## src/biu_ahb_pkg.sv

```systemverilog
package biu_ahb_pkg;

  ////////////////////////////////////////////////////////////
  // ahb-lite codes
  ////////////////////////////////////////////////////////////

  localparam logic [1:0] HTRANS_IDLE   = 2'b00;
  localparam logic [1:0] HTRANS_BUSY   = 2'b01;
  localparam logic [1:0] HTRANS_NONSEQ = 2'b10;
  localparam logic [1:0] HTRANS_SEQ    = 2'b11;

  localparam logic [2:0] HSIZE_BYTE  = 3'b000;
  localparam logic [2:0] HSIZE_HWORD = 3'b001;
  localparam logic [2:0] HSIZE_WORD  = 3'b010;
  localparam logic [2:0] HSIZE_DWORD = 3'b011;

  localparam logic [2:0] HBURST_SINGLE = 3'b000;
  localparam logic [2:0] HBURST_INCR   = 3'b001;
  localparam logic [2:0] HBURST_WRAP4  = 3'b010;
  localparam logic [2:0] HBURST_INCR4  = 3'b011;
  localparam logic [2:0] HBURST_WRAP8  = 3'b100;
  localparam logic [2:0] HBURST_INCR8  = 3'b101;
  localparam logic [2:0] HBURST_WRAP16 = 3'b110;
  localparam logic [2:0] HBURST_INCR16 = 3'b111;

  // hprot bit 0 data, bit 1 privileged, bit 2 bufferable, bit 3 cacheable
  localparam logic [3:0] HPROT_OPCODE         = 4'b0000;
  localparam logic [3:0] HPROT_DATA           = 4'b0001;
  localparam logic [3:0] HPROT_USER           = 4'b0000;
  localparam logic [3:0] HPROT_PRIVILEGED     = 4'b0010;
  localparam logic [3:0] HPROT_NON_BUFFERABLE = 4'b0000;
  localparam logic [3:0] HPROT_NON_CACHEABLE  = 4'b0000;
  localparam logic [3:0] HPROT_CACHEABLE      = 4'b1000;

  localparam logic HRESP_OKAY  = 1'b0;
  localparam logic HRESP_ERROR = 1'b1;

  ////////////////////////////////////////////////////////////
  // core side codes
  ////////////////////////////////////////////////////////////

  localparam logic [2:0] SINGLE = 3'd0;
  localparam logic [2:0] INCR   = 3'd1;  // undefined length, runs as one beat
  localparam logic [2:0] WRAP4  = 3'd2;
  localparam logic [2:0] INCR4  = 3'd3;
  localparam logic [2:0] WRAP8  = 3'd4;
  localparam logic [2:0] INCR8  = 3'd5;
  localparam logic [2:0] WRAP16 = 3'd6;
  localparam logic [2:0] INCR16 = 3'd7;

  localparam logic [2:0] PROT_DATA       = 3'b001;  // clear means opcode fetch
  localparam logic [2:0] PROT_PRIVILEGED = 3'b010;
  localparam logic [2:0] PROT_CACHEABLE  = 3'b100;

  ////////////////////////////////////////////////////////////
  // conversions
  ////////////////////////////////////////////////////////////

  // beats minus one
  function automatic logic [3:0] burst_beats(input logic [2:0] biu_type);
    case (biu_type)
      WRAP4, INCR4:   return 4'd3;
      WRAP8, INCR8:   return 4'd7;
      WRAP16, INCR16: return 4'd15;
      default:        return 4'd0;  // single, incr
    endcase
  endfunction

  function automatic logic [2:0] biu_size2hsize(input logic [2:0] size);
    case (size)
      3'd0:    return HSIZE_BYTE;
      3'd1:    return HSIZE_HWORD;
      3'd2:    return HSIZE_WORD;
      default: return HSIZE_DWORD;
    endcase
  endfunction

  function automatic logic [2:0] biu_type2hburst(input logic [2:0] biu_type);
    case (biu_type)
      INCR:    return HBURST_INCR;
      WRAP4:   return HBURST_WRAP4;
      INCR4:   return HBURST_INCR4;
      WRAP8:   return HBURST_WRAP8;
      INCR8:   return HBURST_INCR8;
      WRAP16:  return HBURST_WRAP16;
      INCR16:  return HBURST_INCR16;
      default: return HBURST_SINGLE;
    endcase
  endfunction

  function automatic logic [3:0] biu_prot2hprot(input logic [2:0] prot);
    logic [3:0] hp;
    hp = HPROT_NON_BUFFERABLE;
    hp = hp | (((prot & PROT_DATA) != 3'b0) ? HPROT_DATA : HPROT_OPCODE);
    hp = hp | (((prot & PROT_PRIVILEGED) != 3'b0) ? HPROT_PRIVILEGED : HPROT_USER);
    hp = hp | (((prot & PROT_CACHEABLE) != 3'b0) ? HPROT_CACHEABLE : HPROT_NON_CACHEABLE);
    return hp;
  endfunction

  // next aligned word; wrap bursts keep the bits above beats*bytes
  function automatic logic [63:0] next_beat_addr(input logic [63:0] addr,
                                                 input logic [2:0]  hburst,
                                                 input int unsigned bytes);
    logic [63:0] nxt;
    logic [63:0] wrap_mask;
    nxt = (addr + 64'(bytes)) & ~(64'(bytes) - 64'd1);
    case (hburst)
      HBURST_WRAP4:  wrap_mask = 64'(bytes * 4) - 64'd1;
      HBURST_WRAP8:  wrap_mask = 64'(bytes * 8) - 64'd1;
      HBURST_WRAP16: wrap_mask = 64'(bytes * 16) - 64'd1;
      default:       wrap_mask = '1;  // plain increment
    endcase
    return (addr & ~wrap_mask) | (nxt & wrap_mask);
  endfunction

  // byte lanes hit by one transfer, bus up to 8 bytes wide
  function automatic logic [7:0] byte_lanes(input logic [2:0]  hsize,
                                            input logic [2:0]  offs,
                                            input int unsigned bytes);
    logic [7:0] base;
    logic [2:0] lane;
    case (hsize)
      HSIZE_BYTE: begin
        base = 8'h01;
        lane = offs;
      end
      HSIZE_HWORD: begin
        base = 8'h03;
        lane = {offs[2:1], 1'b0};
      end
      HSIZE_WORD: begin
        base = 8'h0f;
        lane = {offs[2], 2'b00};
      end
      default: begin
        base = 8'hff;
        lane = 3'b000;
      end
    endcase
    lane = lane & 3'(bytes - 1);  // drop offset bits above the bus
    return (base << lane) & 8'((16'd1 << bytes) - 16'd1);
  endfunction

endpackage

```

## src/biu2ahb.sv

```systemverilog
`timescale 1ns/1ps

module biu2ahb
  import biu_ahb_pkg::*;
#(
  parameter int XLEN = 64,
  parameter int PLEN = 32
) (
  input  logic            HCLK,
  input  logic            HRESETn,

  // core side
  input  logic            biu_stb_i,      // request strobe
  output logic            biu_stb_ack_o,  // request taken
  output logic            biu_d_ack_o,    // write data taken, next please
  input  logic [PLEN-1:0] biu_adri_i,
  output logic [PLEN-1:0] biu_adro_o,     // address of the acked beat
  input  logic [2:0]      biu_size_i,
  input  logic [2:0]      biu_type_i,
  input  logic [2:0]      biu_prot_i,
  input  logic            biu_lock_i,
  input  logic            biu_we_i,
  input  logic [XLEN-1:0] biu_d_i,
  output logic [XLEN-1:0] biu_q_o,
  output logic            biu_ack_o,      // one per completed beat
  output logic            biu_err_o,      // one per failed burst

  // ahb-lite master
  output logic            hsel_o,
  output logic [PLEN-1:0] haddr_o,
  output logic [XLEN-1:0] hwdata_o,
  output logic            hwrite_o,
  output logic [2:0]      hsize_o,
  output logic [2:0]      hburst_o,
  output logic [3:0]      hprot_o,
  output logic [1:0]      htrans_o,
  output logic            hmastlock_o,
  input  logic [XLEN-1:0] hrdata_i,
  input  logic            hready_i,
  input  logic            hresp_i
);

  localparam int BYTES = XLEN / 8;

  logic [3:0] burst_cnt;   // beats still to issue after this one
  logic       data_ena;    // live beat in address phase
  logic       data_ena_d;  // live beat in data phase
  logic       err_first;   // first cycle of the error response

  assign err_first = ~hready_i & (hresp_i == HRESP_ERROR);

  ////////////////////////////////////////////////////////////
  // address phase sequencer
  ////////////////////////////////////////////////////////////

  always_ff @(posedge HCLK or negedge HRESETn) begin
    if (!HRESETn) begin
      burst_cnt   <= 4'd0;
      data_ena    <= 1'b0;
      biu_err_o   <= 1'b0;
      hsel_o      <= 1'b0;
      haddr_o     <= '0;
      hwrite_o    <= 1'b0;
      hsize_o     <= HSIZE_BYTE;
      hburst_o    <= HBURST_SINGLE;
      hprot_o     <= HPROT_DATA | HPROT_PRIVILEGED | HPROT_NON_BUFFERABLE | HPROT_NON_CACHEABLE;
      htrans_o    <= HTRANS_IDLE;
      hmastlock_o <= 1'b0;
    end else begin
      biu_err_o <= 1'b0;  // pulse

      if (hready_i) begin
        if (burst_cnt == 4'd0) begin
          // new request, held back for one cycle after an error
          if (biu_stb_i && !biu_err_o) begin
            burst_cnt   <= burst_beats(biu_type_i);
            data_ena    <= 1'b1;
            hsel_o      <= 1'b1;
            htrans_o    <= HTRANS_NONSEQ;
            haddr_o     <= biu_adri_i;
            hwrite_o    <= biu_we_i;
            hsize_o     <= biu_size2hsize(biu_size_i);
            hburst_o    <= biu_type2hburst(biu_type_i);
            hprot_o     <= biu_prot2hprot(biu_prot_i);
            hmastlock_o <= biu_lock_i;
          end else begin
            data_ena    <= 1'b0;
            hsel_o      <= 1'b0;
            htrans_o    <= HTRANS_IDLE;
            hmastlock_o <= biu_lock_i;  // lock may stay up between transfers
          end
        end else begin
          // next beat of the burst
          burst_cnt <= burst_cnt - 4'd1;
          data_ena  <= 1'b1;
          htrans_o  <= HTRANS_SEQ;
          haddr_o   <= PLEN'(next_beat_addr(64'(haddr_o), hburst_o, BYTES));
        end
      end else if (err_first) begin
        // abort, idle before the second error cycle
        burst_cnt <= 4'd0;
        data_ena  <= 1'b0;
        hsel_o    <= 1'b0;
        htrans_o  <= HTRANS_IDLE;
        biu_err_o <= 1'b1;
      end
      // wait state without error holds everything
    end
  end

  ////////////////////////////////////////////////////////////
  // data phase
  ////////////////////////////////////////////////////////////

  // write data and beat address move one phase behind haddr
  always_ff @(posedge HCLK) begin
    if (hready_i && data_ena) begin
      hwdata_o   <= biu_d_i;
      biu_adro_o <= haddr_o;
    end
  end

  always_ff @(posedge HCLK or negedge HRESETn) begin
    if (!HRESETn) begin
      data_ena_d <= 1'b0;
    end else if (err_first) begin
      data_ena_d <= 1'b0;  // no ack in the second error cycle
    end else if (hready_i) begin
      data_ena_d <= data_ena;
    end
  end

  assign biu_q_o       = hrdata_i;  // valid with biu_ack_o
  assign biu_ack_o     = hready_i & data_ena_d;
  assign biu_d_ack_o   = hready_i & data_ena;
  assign biu_stb_ack_o = hready_i & (burst_cnt == 4'd0) & biu_stb_i & ~biu_err_o;

endmodule

```

## config.mk

```make
export PLATFORM = sky130hd
export DESIGN_NAME = biu2ahb
export DESIGN_NICKNAME = d
export VERILOG_FILES = /design/src/biu_ahb_pkg.sv /design/src/biu2ahb.sv
export SDC_FILE = /design/constraint.sdc
export NUM_CORES = 1
export LEC_CHECK = 0
export BUFFER_PORTS_ARGS = -buffer_cell sky130_fd_sc_hd__buf_2
export CORE_AREA = 10 10 143 145
export DETAILED_ROUTE_END_ITERATION = 8
export DIE_AREA = 0 0 153 155
export HOLD_SLACK_MARGIN = 0.12
export PLACE_DENSITY = 0.78
export SETUP_SLACK_MARGIN = 0.3
export SLEW_MARGIN = 40
export SYNTH_ARGS = -nofsm -noshare
export SYNTH_HDL_FRONTEND = slang
export SYNTH_SLANG_ARGS = --single-unit
export TNS_END_PERCENT = 100
```

## constraint.sdc

```tcl
create_clock -name HCLK -period 11.1 [get_ports HCLK]
set_clock_uncertainty 0.05 [all_clocks]
set_input_delay 3.33 -clock HCLK [delete_from_list [all_inputs] [get_ports HCLK]]
set_output_delay 3.33 -clock HCLK [all_outputs]
set_load 0.01 [all_outputs]
```

==> impl_metrics.py, run 1 <==
metrics = {
    "drt": {
        "wl_per_cell_um": 24.2,
        "drtAntennaViolNets": 0,
        "vias": 4785,
        "drtPass1Iterations": 5,
        "drt_iter0_drc": 390,
        "drc": 0,
        "viasPerCell": 5.11,
        "wirelength_um": 22600,
    },
    "finish": {
        "final_cell_area_um2": 8020,
        "final_common_cell": "buf_2",
        "fin_util": 0.454,
        "nNetsFinal": 872,
        "final_cell_mix": "buf_2 (256), edfxtp_1 (96), nand2_1 (59), dfrtp_1 (49), a21oi_1 (26)",
        "final-instance-count-excl-fill": 936,
        "synthToLayoutAreaGrowth_pct": 25.1,
        "drive_above_1_share": 0.449,
    },
    "critical_path": {
        "crit_arrival_ns": 4.62,
        "r2r_setup_slack_ns": 8.40,
        "crit_type": "in -> out",
        "critPathMaxFanout": 17,
        "worstSetupStartpointType": "primary input",
        "cp.required_ns": 7.72,
        "rr_startpoint": "burst_cnt[0]",
        "crit_path_end_kind": "primary output",
        "reg2reg_depth": 8,
    },
    "floorplanning": {
        "die_area_um2": 23700,
        "rows": 49,
        "initial_core_util": 0.363,
        "design.core.area_um2": 17700,
        "ios": 387,
        "fp.dieH_um": 155,
        "die_w_um": 153,
    },
    "yosys": {
        "yosys_warnings": 0,
        "ys.flop_type": "edfxtp_1",
        "postSynthCellCount": 496,
        "syn_area_per_cell_um2": 12.9,
        "synth_seq_cells": 147,
        "ys_types": 65,
        "async_flop_share": 0.347,
        "syn-cell-area_um2": 6410,
        "synth_edf_count": 96,
        "seq_area_frac_synth": 0.649,
    },
    "clock_tree": {
        "cts_buffers": 17,
        "cts_max_level": 4,
        "post_cts_buffers": 0,
        "clock_sinks": 147,
        "worst_skew_pair.late_latency_ns": 0.42,
        "path_clk_slew_ns": 0.06,
        "cts_max_path_buffers": 2,
        "cts_root_buf": "clkbuf_16",
        "cts_tree": "yes",
        "cts_hold_buf": 0,
        "cts_resized": 0,
    },
    "sta": {
        "setup_violations": 0,
        "finalSetupTns_ns": 0,
        "fin_crit_ns": 8.00,
        "hold_ws_ns": 0.407,
        "max_slew_margin": 0.502,
        "hold_viol_final": 0,
        "tightest_slew_ns": 0.748,
        "rsz0062_at_grt": "no",
        "final_max_slew_viol_count": 0,
        "finalCritPeriodShare": 0.721,
        "max_freq_mhz": 125,
    },
    "placement": {
        "routabilityCongestion": 0.778,
        "dp.cells": 902,
        "io_buffers": 256,
        "post-dp-hpwl_um": 17500,
        "place_area_um2": 7430,
    },
    "grt": {
        "grt_pass1_wl_um": 32700,
        "overflow": 0,
        "track_usage": 0.182,
        "grt_pass1_vias": 4700,
        "antenna_found_initial": 1,
        "grt_max_degree": 77,
    },
    "power": {
        "pwr-share-clk": 0.266,
        "switching_power_mw": 0.781,
        "p_seq_frac": 0.423,
        "intPower_mw": 1.29,
        "power_density_nw_per_um2": 258,
        "p_sw_frac": 0.377,
        "p_comb_frac": 0.311,
        "leakagePower_nw": 3.47,
        "max-vdd-ir-drop_uv": 114,
    },
    "min_path": {
        "min_path_type": "reg -> reg",
        "min_to": "hprot_o[0]",
        "hold_path_depth": 2,
        "hp-start": "hprot_o[0]",
    },
    "flow_run": {
        "maxCapViolations": 0,
    },
    "status": {
        "status": "finished clean",
    },
}
-- power groups by stage --
stage / Sequential (mW) / Clock, mW / Combinational [mW]
floorplan: 0.908 / 0 / 0.373
detailed placement: 0.889 / 0 / 0.654
CTS: 0.879 / 0.564 / 0.656
global route: 0.898 / 0.591 / 0.714
global placement: 0.883 / 0 / 0.637
finish: 0.875 / 0.550 / 0.644
-- worst max path at each step --
stage          startpoint       endpoint  depth (start not counted)
2_1_floorplan    hready_i    biu_d_ack_o                          3
3_3_place_gp     hready_i  biu_stb_ack_o                          4
3_5_place_dp     hready_i  biu_stb_ack_o                          4
4_1_cts          hready_i  biu_stb_ack_o                          4
5_1_grt          hready_i  biu_stb_ack_o                          4
6_report         hready_i  biu_stb_ack_o                          4
-- metrics by stage --
step | worst slack [ns] | power (mW)
final | 3.10 | 2.07
after global routing | 2.91 | 2.20
after CTS | 3.07 | 2.10
after detailed placement | 3.07 | 1.54
after global placement | 3.13 | 1.52
after floorplan | 1.46 | 1.28
-- metal layers --
layer / global-route usage / share of wire / wire length (um) / vias to the layer above
met5: 0 / 0.00057 / 13 / -
met4: 0.0595 / 0.023 / 520 / 2
met3: 0.0742 / 0.096 / 2170 / 59
met2: 0.321 / 0.52 / 11900 / 244
met1: 0.196 / 0.36 / 8050 / 2319
li1: - / - / - / 2161
-- kinds of logic after synthesis --
family / share of synthesized area
and+or+nand+nor: 0.120
AOI/OAI and AO/OA: 0.119
other: 0.000585
DFF: 0.649
buffers and inverters: 0.0950
muxes: 0.00956
adders and majority gates: 0.00586
xor gates and xnor gates: 0.00137
-- cells in the mapped netlist, drive strengths merged, types with 3 or more instances --
master   count  area, um2
edfxtp      96       2880
buf         75        549
nand2       60        228
dfrtp       49       1230
a21oi       26        130
o21ai       22        133
nand3       20        123
nor2        18       67.6
o22ai       13       81.3
a2bb2oi     11       96.3
clkbuf       9       33.8
nand4        9       86.3
and3         8       51.3
a22o         7       61.3
inv          7       26.3
nor3         7       57.6
mux2i        5       50.1
and2         4       25.0
a22oi        3       22.5
a31oi        3       18.8
ha           3       37.5
o21ba        3       30.0
-- area by class of cell --
| class | instances | area [um2] |
|---|---|---|
| Fill cell | 1643 | 9640 |
| Tap cell | 229 | 287 |
| Sequential cell | 147 | 4160 |
| Multi-Input combinational cell | 259 | 1650 |
| Clock buffer | 17 | 425 |
| Antenna cell | 1 | 2.50 |
| Clock inverter | 15 | 139 |
| Timing Repair Buffer | 261 | 1330 |
| Inverter | 7 | 26.3 |
-- worst max-delay path, cell delays in order --
cell,delay (ns)
buf_2,0.31
nand3_2,0.39
inv_2,0.37
buf_2,0.20
Note: power is estimated with default switching activity, not from simulation.
==> inputs of run 2 (changes only) <==
==> constraint.sdc (replaced) <==
create_clock -name HCLK -period 8 [get_ports HCLK]
set_clock_uncertainty 0.05 [all_clocks]
set_input_delay 2.4 -clock HCLK [delete_from_list [all_inputs] [get_ports HCLK]]
set_output_delay 2.4 -clock HCLK [all_outputs]
set_load 0.01 [all_outputs]
==> run 2 against run 1 <==
Non-clock buffer count shrank 1. Utilization about the same. Combinational power increased by 40%. Register-to-register slack worse by 3.1 ns. Worst hold slack better by 0.0074 ns. Critical path type unchanged. Critical endpoint unchanged. Highest routed layer unchanged.
==> impl_metrics.py, run 2 (synthesis gave the netlist of run 1 again) <==
metrics = {
    "critical_path": {
        "crit_type": "in -> out",
        "critPathBufInv": 3,
        "rr_startpoint": "burst_cnt[0]",
        "startpoint": "biu_stb_i",
        "crit_arrival_ns": 3.65,
        "critPathMaxFanout": 16,
        "path_common_cell": "buf_2",
        "cpPeakStageDelay_ns": 0.36,
        "cp.required_ns": 5.55,
        "worstSetupStartpointType": "primary input",
        "crit_chain": "buf_2, and2b_1, nand3_2, inv_2, buf_2",
        "r2r_setup_slack_ns": 5.32,
        "crit_path_end_kind": "primary output",
        "cp_slowest_cell": "inv_2",
        "cp_top_family": "buffers and inverters",
    },
    "finish": {
        "synthToLayoutAreaGrowth_pct": 25.1,
        "drive_above_1_share": 0.448,
        "final-instance-count-excl-fill": 936,
        "nNetsFinal": 871,
        "final_common_cell": "buf_2",
        "fillerInstances": 1611,
        "final_cell_mix": "buf_2 (256), edfxtp_1 (96), nand2_1 (59), dfrtp_1 (49), a21oi_1 (26)",
    },
    "drt": {
        "drtAntennaViolNets": 0,
        "drc": 0,
        "wirelength_um": 22700,
        "vias": 4756,
        "drt_iter0_drc": 424,
        "wl_per_cell_um": 24.3,
        "viasPerCell": 5.08,
        "drtPass1Iterations": 5,
    },
    "floorplanning": {
        "design.core.area_um2": 17700,
        "die_area_um2": 23700,
        "fp.dieH_um": 155,
        "initial_core_util": 0.363,
        "rows": 49,
        "die_w_um": 153,
        "ios": 387,
    },
    "grt": {
        "track_usage": 0.184,
        "antenna_found_initial": 4,
        "grt_max_degree": 79,
        "grt_pass1_vias": 4784,
        "overflow": 0,
        "grt_pass1_wl_um": 32700,
    },
    "clock_tree": {
        "path_clk_slew_ns": 0.07,
        "post_cts_buffers": 0,
        "cts_buffers": 17,
        "cts_hold_buf": 0,
        "cts_root_buf": "clkbuf_16",
        "cts_max_level": 4,
        "cts_resized": 0,
        "cts_tree": "yes",
        "clock_sinks": 147,
        "cts_max_path_buffers": 2,
        "worst_skew_pair.late_latency_ns": 0.42,
    },
    "power": {
        "max-vdd-ir-drop_uv": 143,
        "leakagePower_nw": 3.47,
        "power_density_nw_per_um2": 360,
    },
    "sta": {
        "max_freq_mhz": 164,
        "setup_violations": 0,
        "max_slew_margin": 0.474,
        "final_max_slew_viol_count": 0,
        "tightest_slew_ns": 0.785,
        "rsz0062_at_grt": "no",
        "finalCritPeriodShare": 0.762,
        "finalSetupTns_ns": 0,
        "hold_viol_final": 0,
        "hold_ws_ns": 0.415,
        "fin_crit_ns": 6.10,
    },
    "flow_run": {
        "maxCapViolations": 0,
    },
    "placement": {
        "post-dp-hpwl_um": 17500,
        "routabilityCongestion": 0.811,
        "dp.cells": 901,
        "io_buffers": 256,
    },
    "status": {
        "status": "finished clean",
    },
    "min_path": {
        "min_path_type": "reg -> reg",
        "hp-start": "hprot_o[0]",
    },
}
[run 2: final cells by class]
type                       count  area [um2]  area share
clock inverter                14         145      0.0181
sequential                   147        4160       0.519
multi-input combinational    259        1650       0.205
inverter                       7        26.3     0.00328
timing repair buffer         260        1320       0.164
tap                          229         287      0.0357
clock buffer                  18         429      0.0535
antenna                        2        5.00    0.000624
[run 2: worst paths after layout]
| kind | to | cells past startpoint |
|---|---|---|
| worst max-delay path | biu_stb_ack_o | 5 |
| worst min-delay path | hprot_o[0] | 2 |
| worst min register to register | hprot_o[0] | 2 |
| min in group asynchronous | hmastlock_o | 2 |
| worst max register to register | register | 8 |
| max in group asynchronous | async pin | 2 |
[run 2: metrics by stage]
stage | setup slack (ns) | power (mW) | instance area, um2 | utilization
floorplan | 1.25 | 1.77 | 6420 | -
global placement | 1.92 | 2.10 | 7420 | 0.420
detailed placement | 1.85 | 2.13 | 7430 | 0.421
CTS | 1.84 | 2.92 | 8000 | 0.453
global route | 1.76 | 3.07 | 8010 | 0.454
finish | 1.90 | 2.89 | 8020 | 0.454
[run 2: routing by layer]
metal  GRT usage  share of wire
met2       0.325           0.52
met5           0        0.00092
met4      0.0790          0.029
met3      0.0742           0.11
met1       0.190           0.34
[run 2: worst register-to-register path: stages, from the launching register on]
cell and delay (ns):
dfrtp_1 0.43, inv_1 0.11, ha_1 0.22, or3b_2 0.52
buf_4 0.32, o21a_4 0.39, o21ai_4 0.21, a21oi_1 0.10
o2bb2a_4 0.22
[run 2: power by group]
group	internal, mW	switching, mW
combinational	0.354	0.545
clock	0.438	0.337
sequential	1.02	0.192
total	1.81	1.07
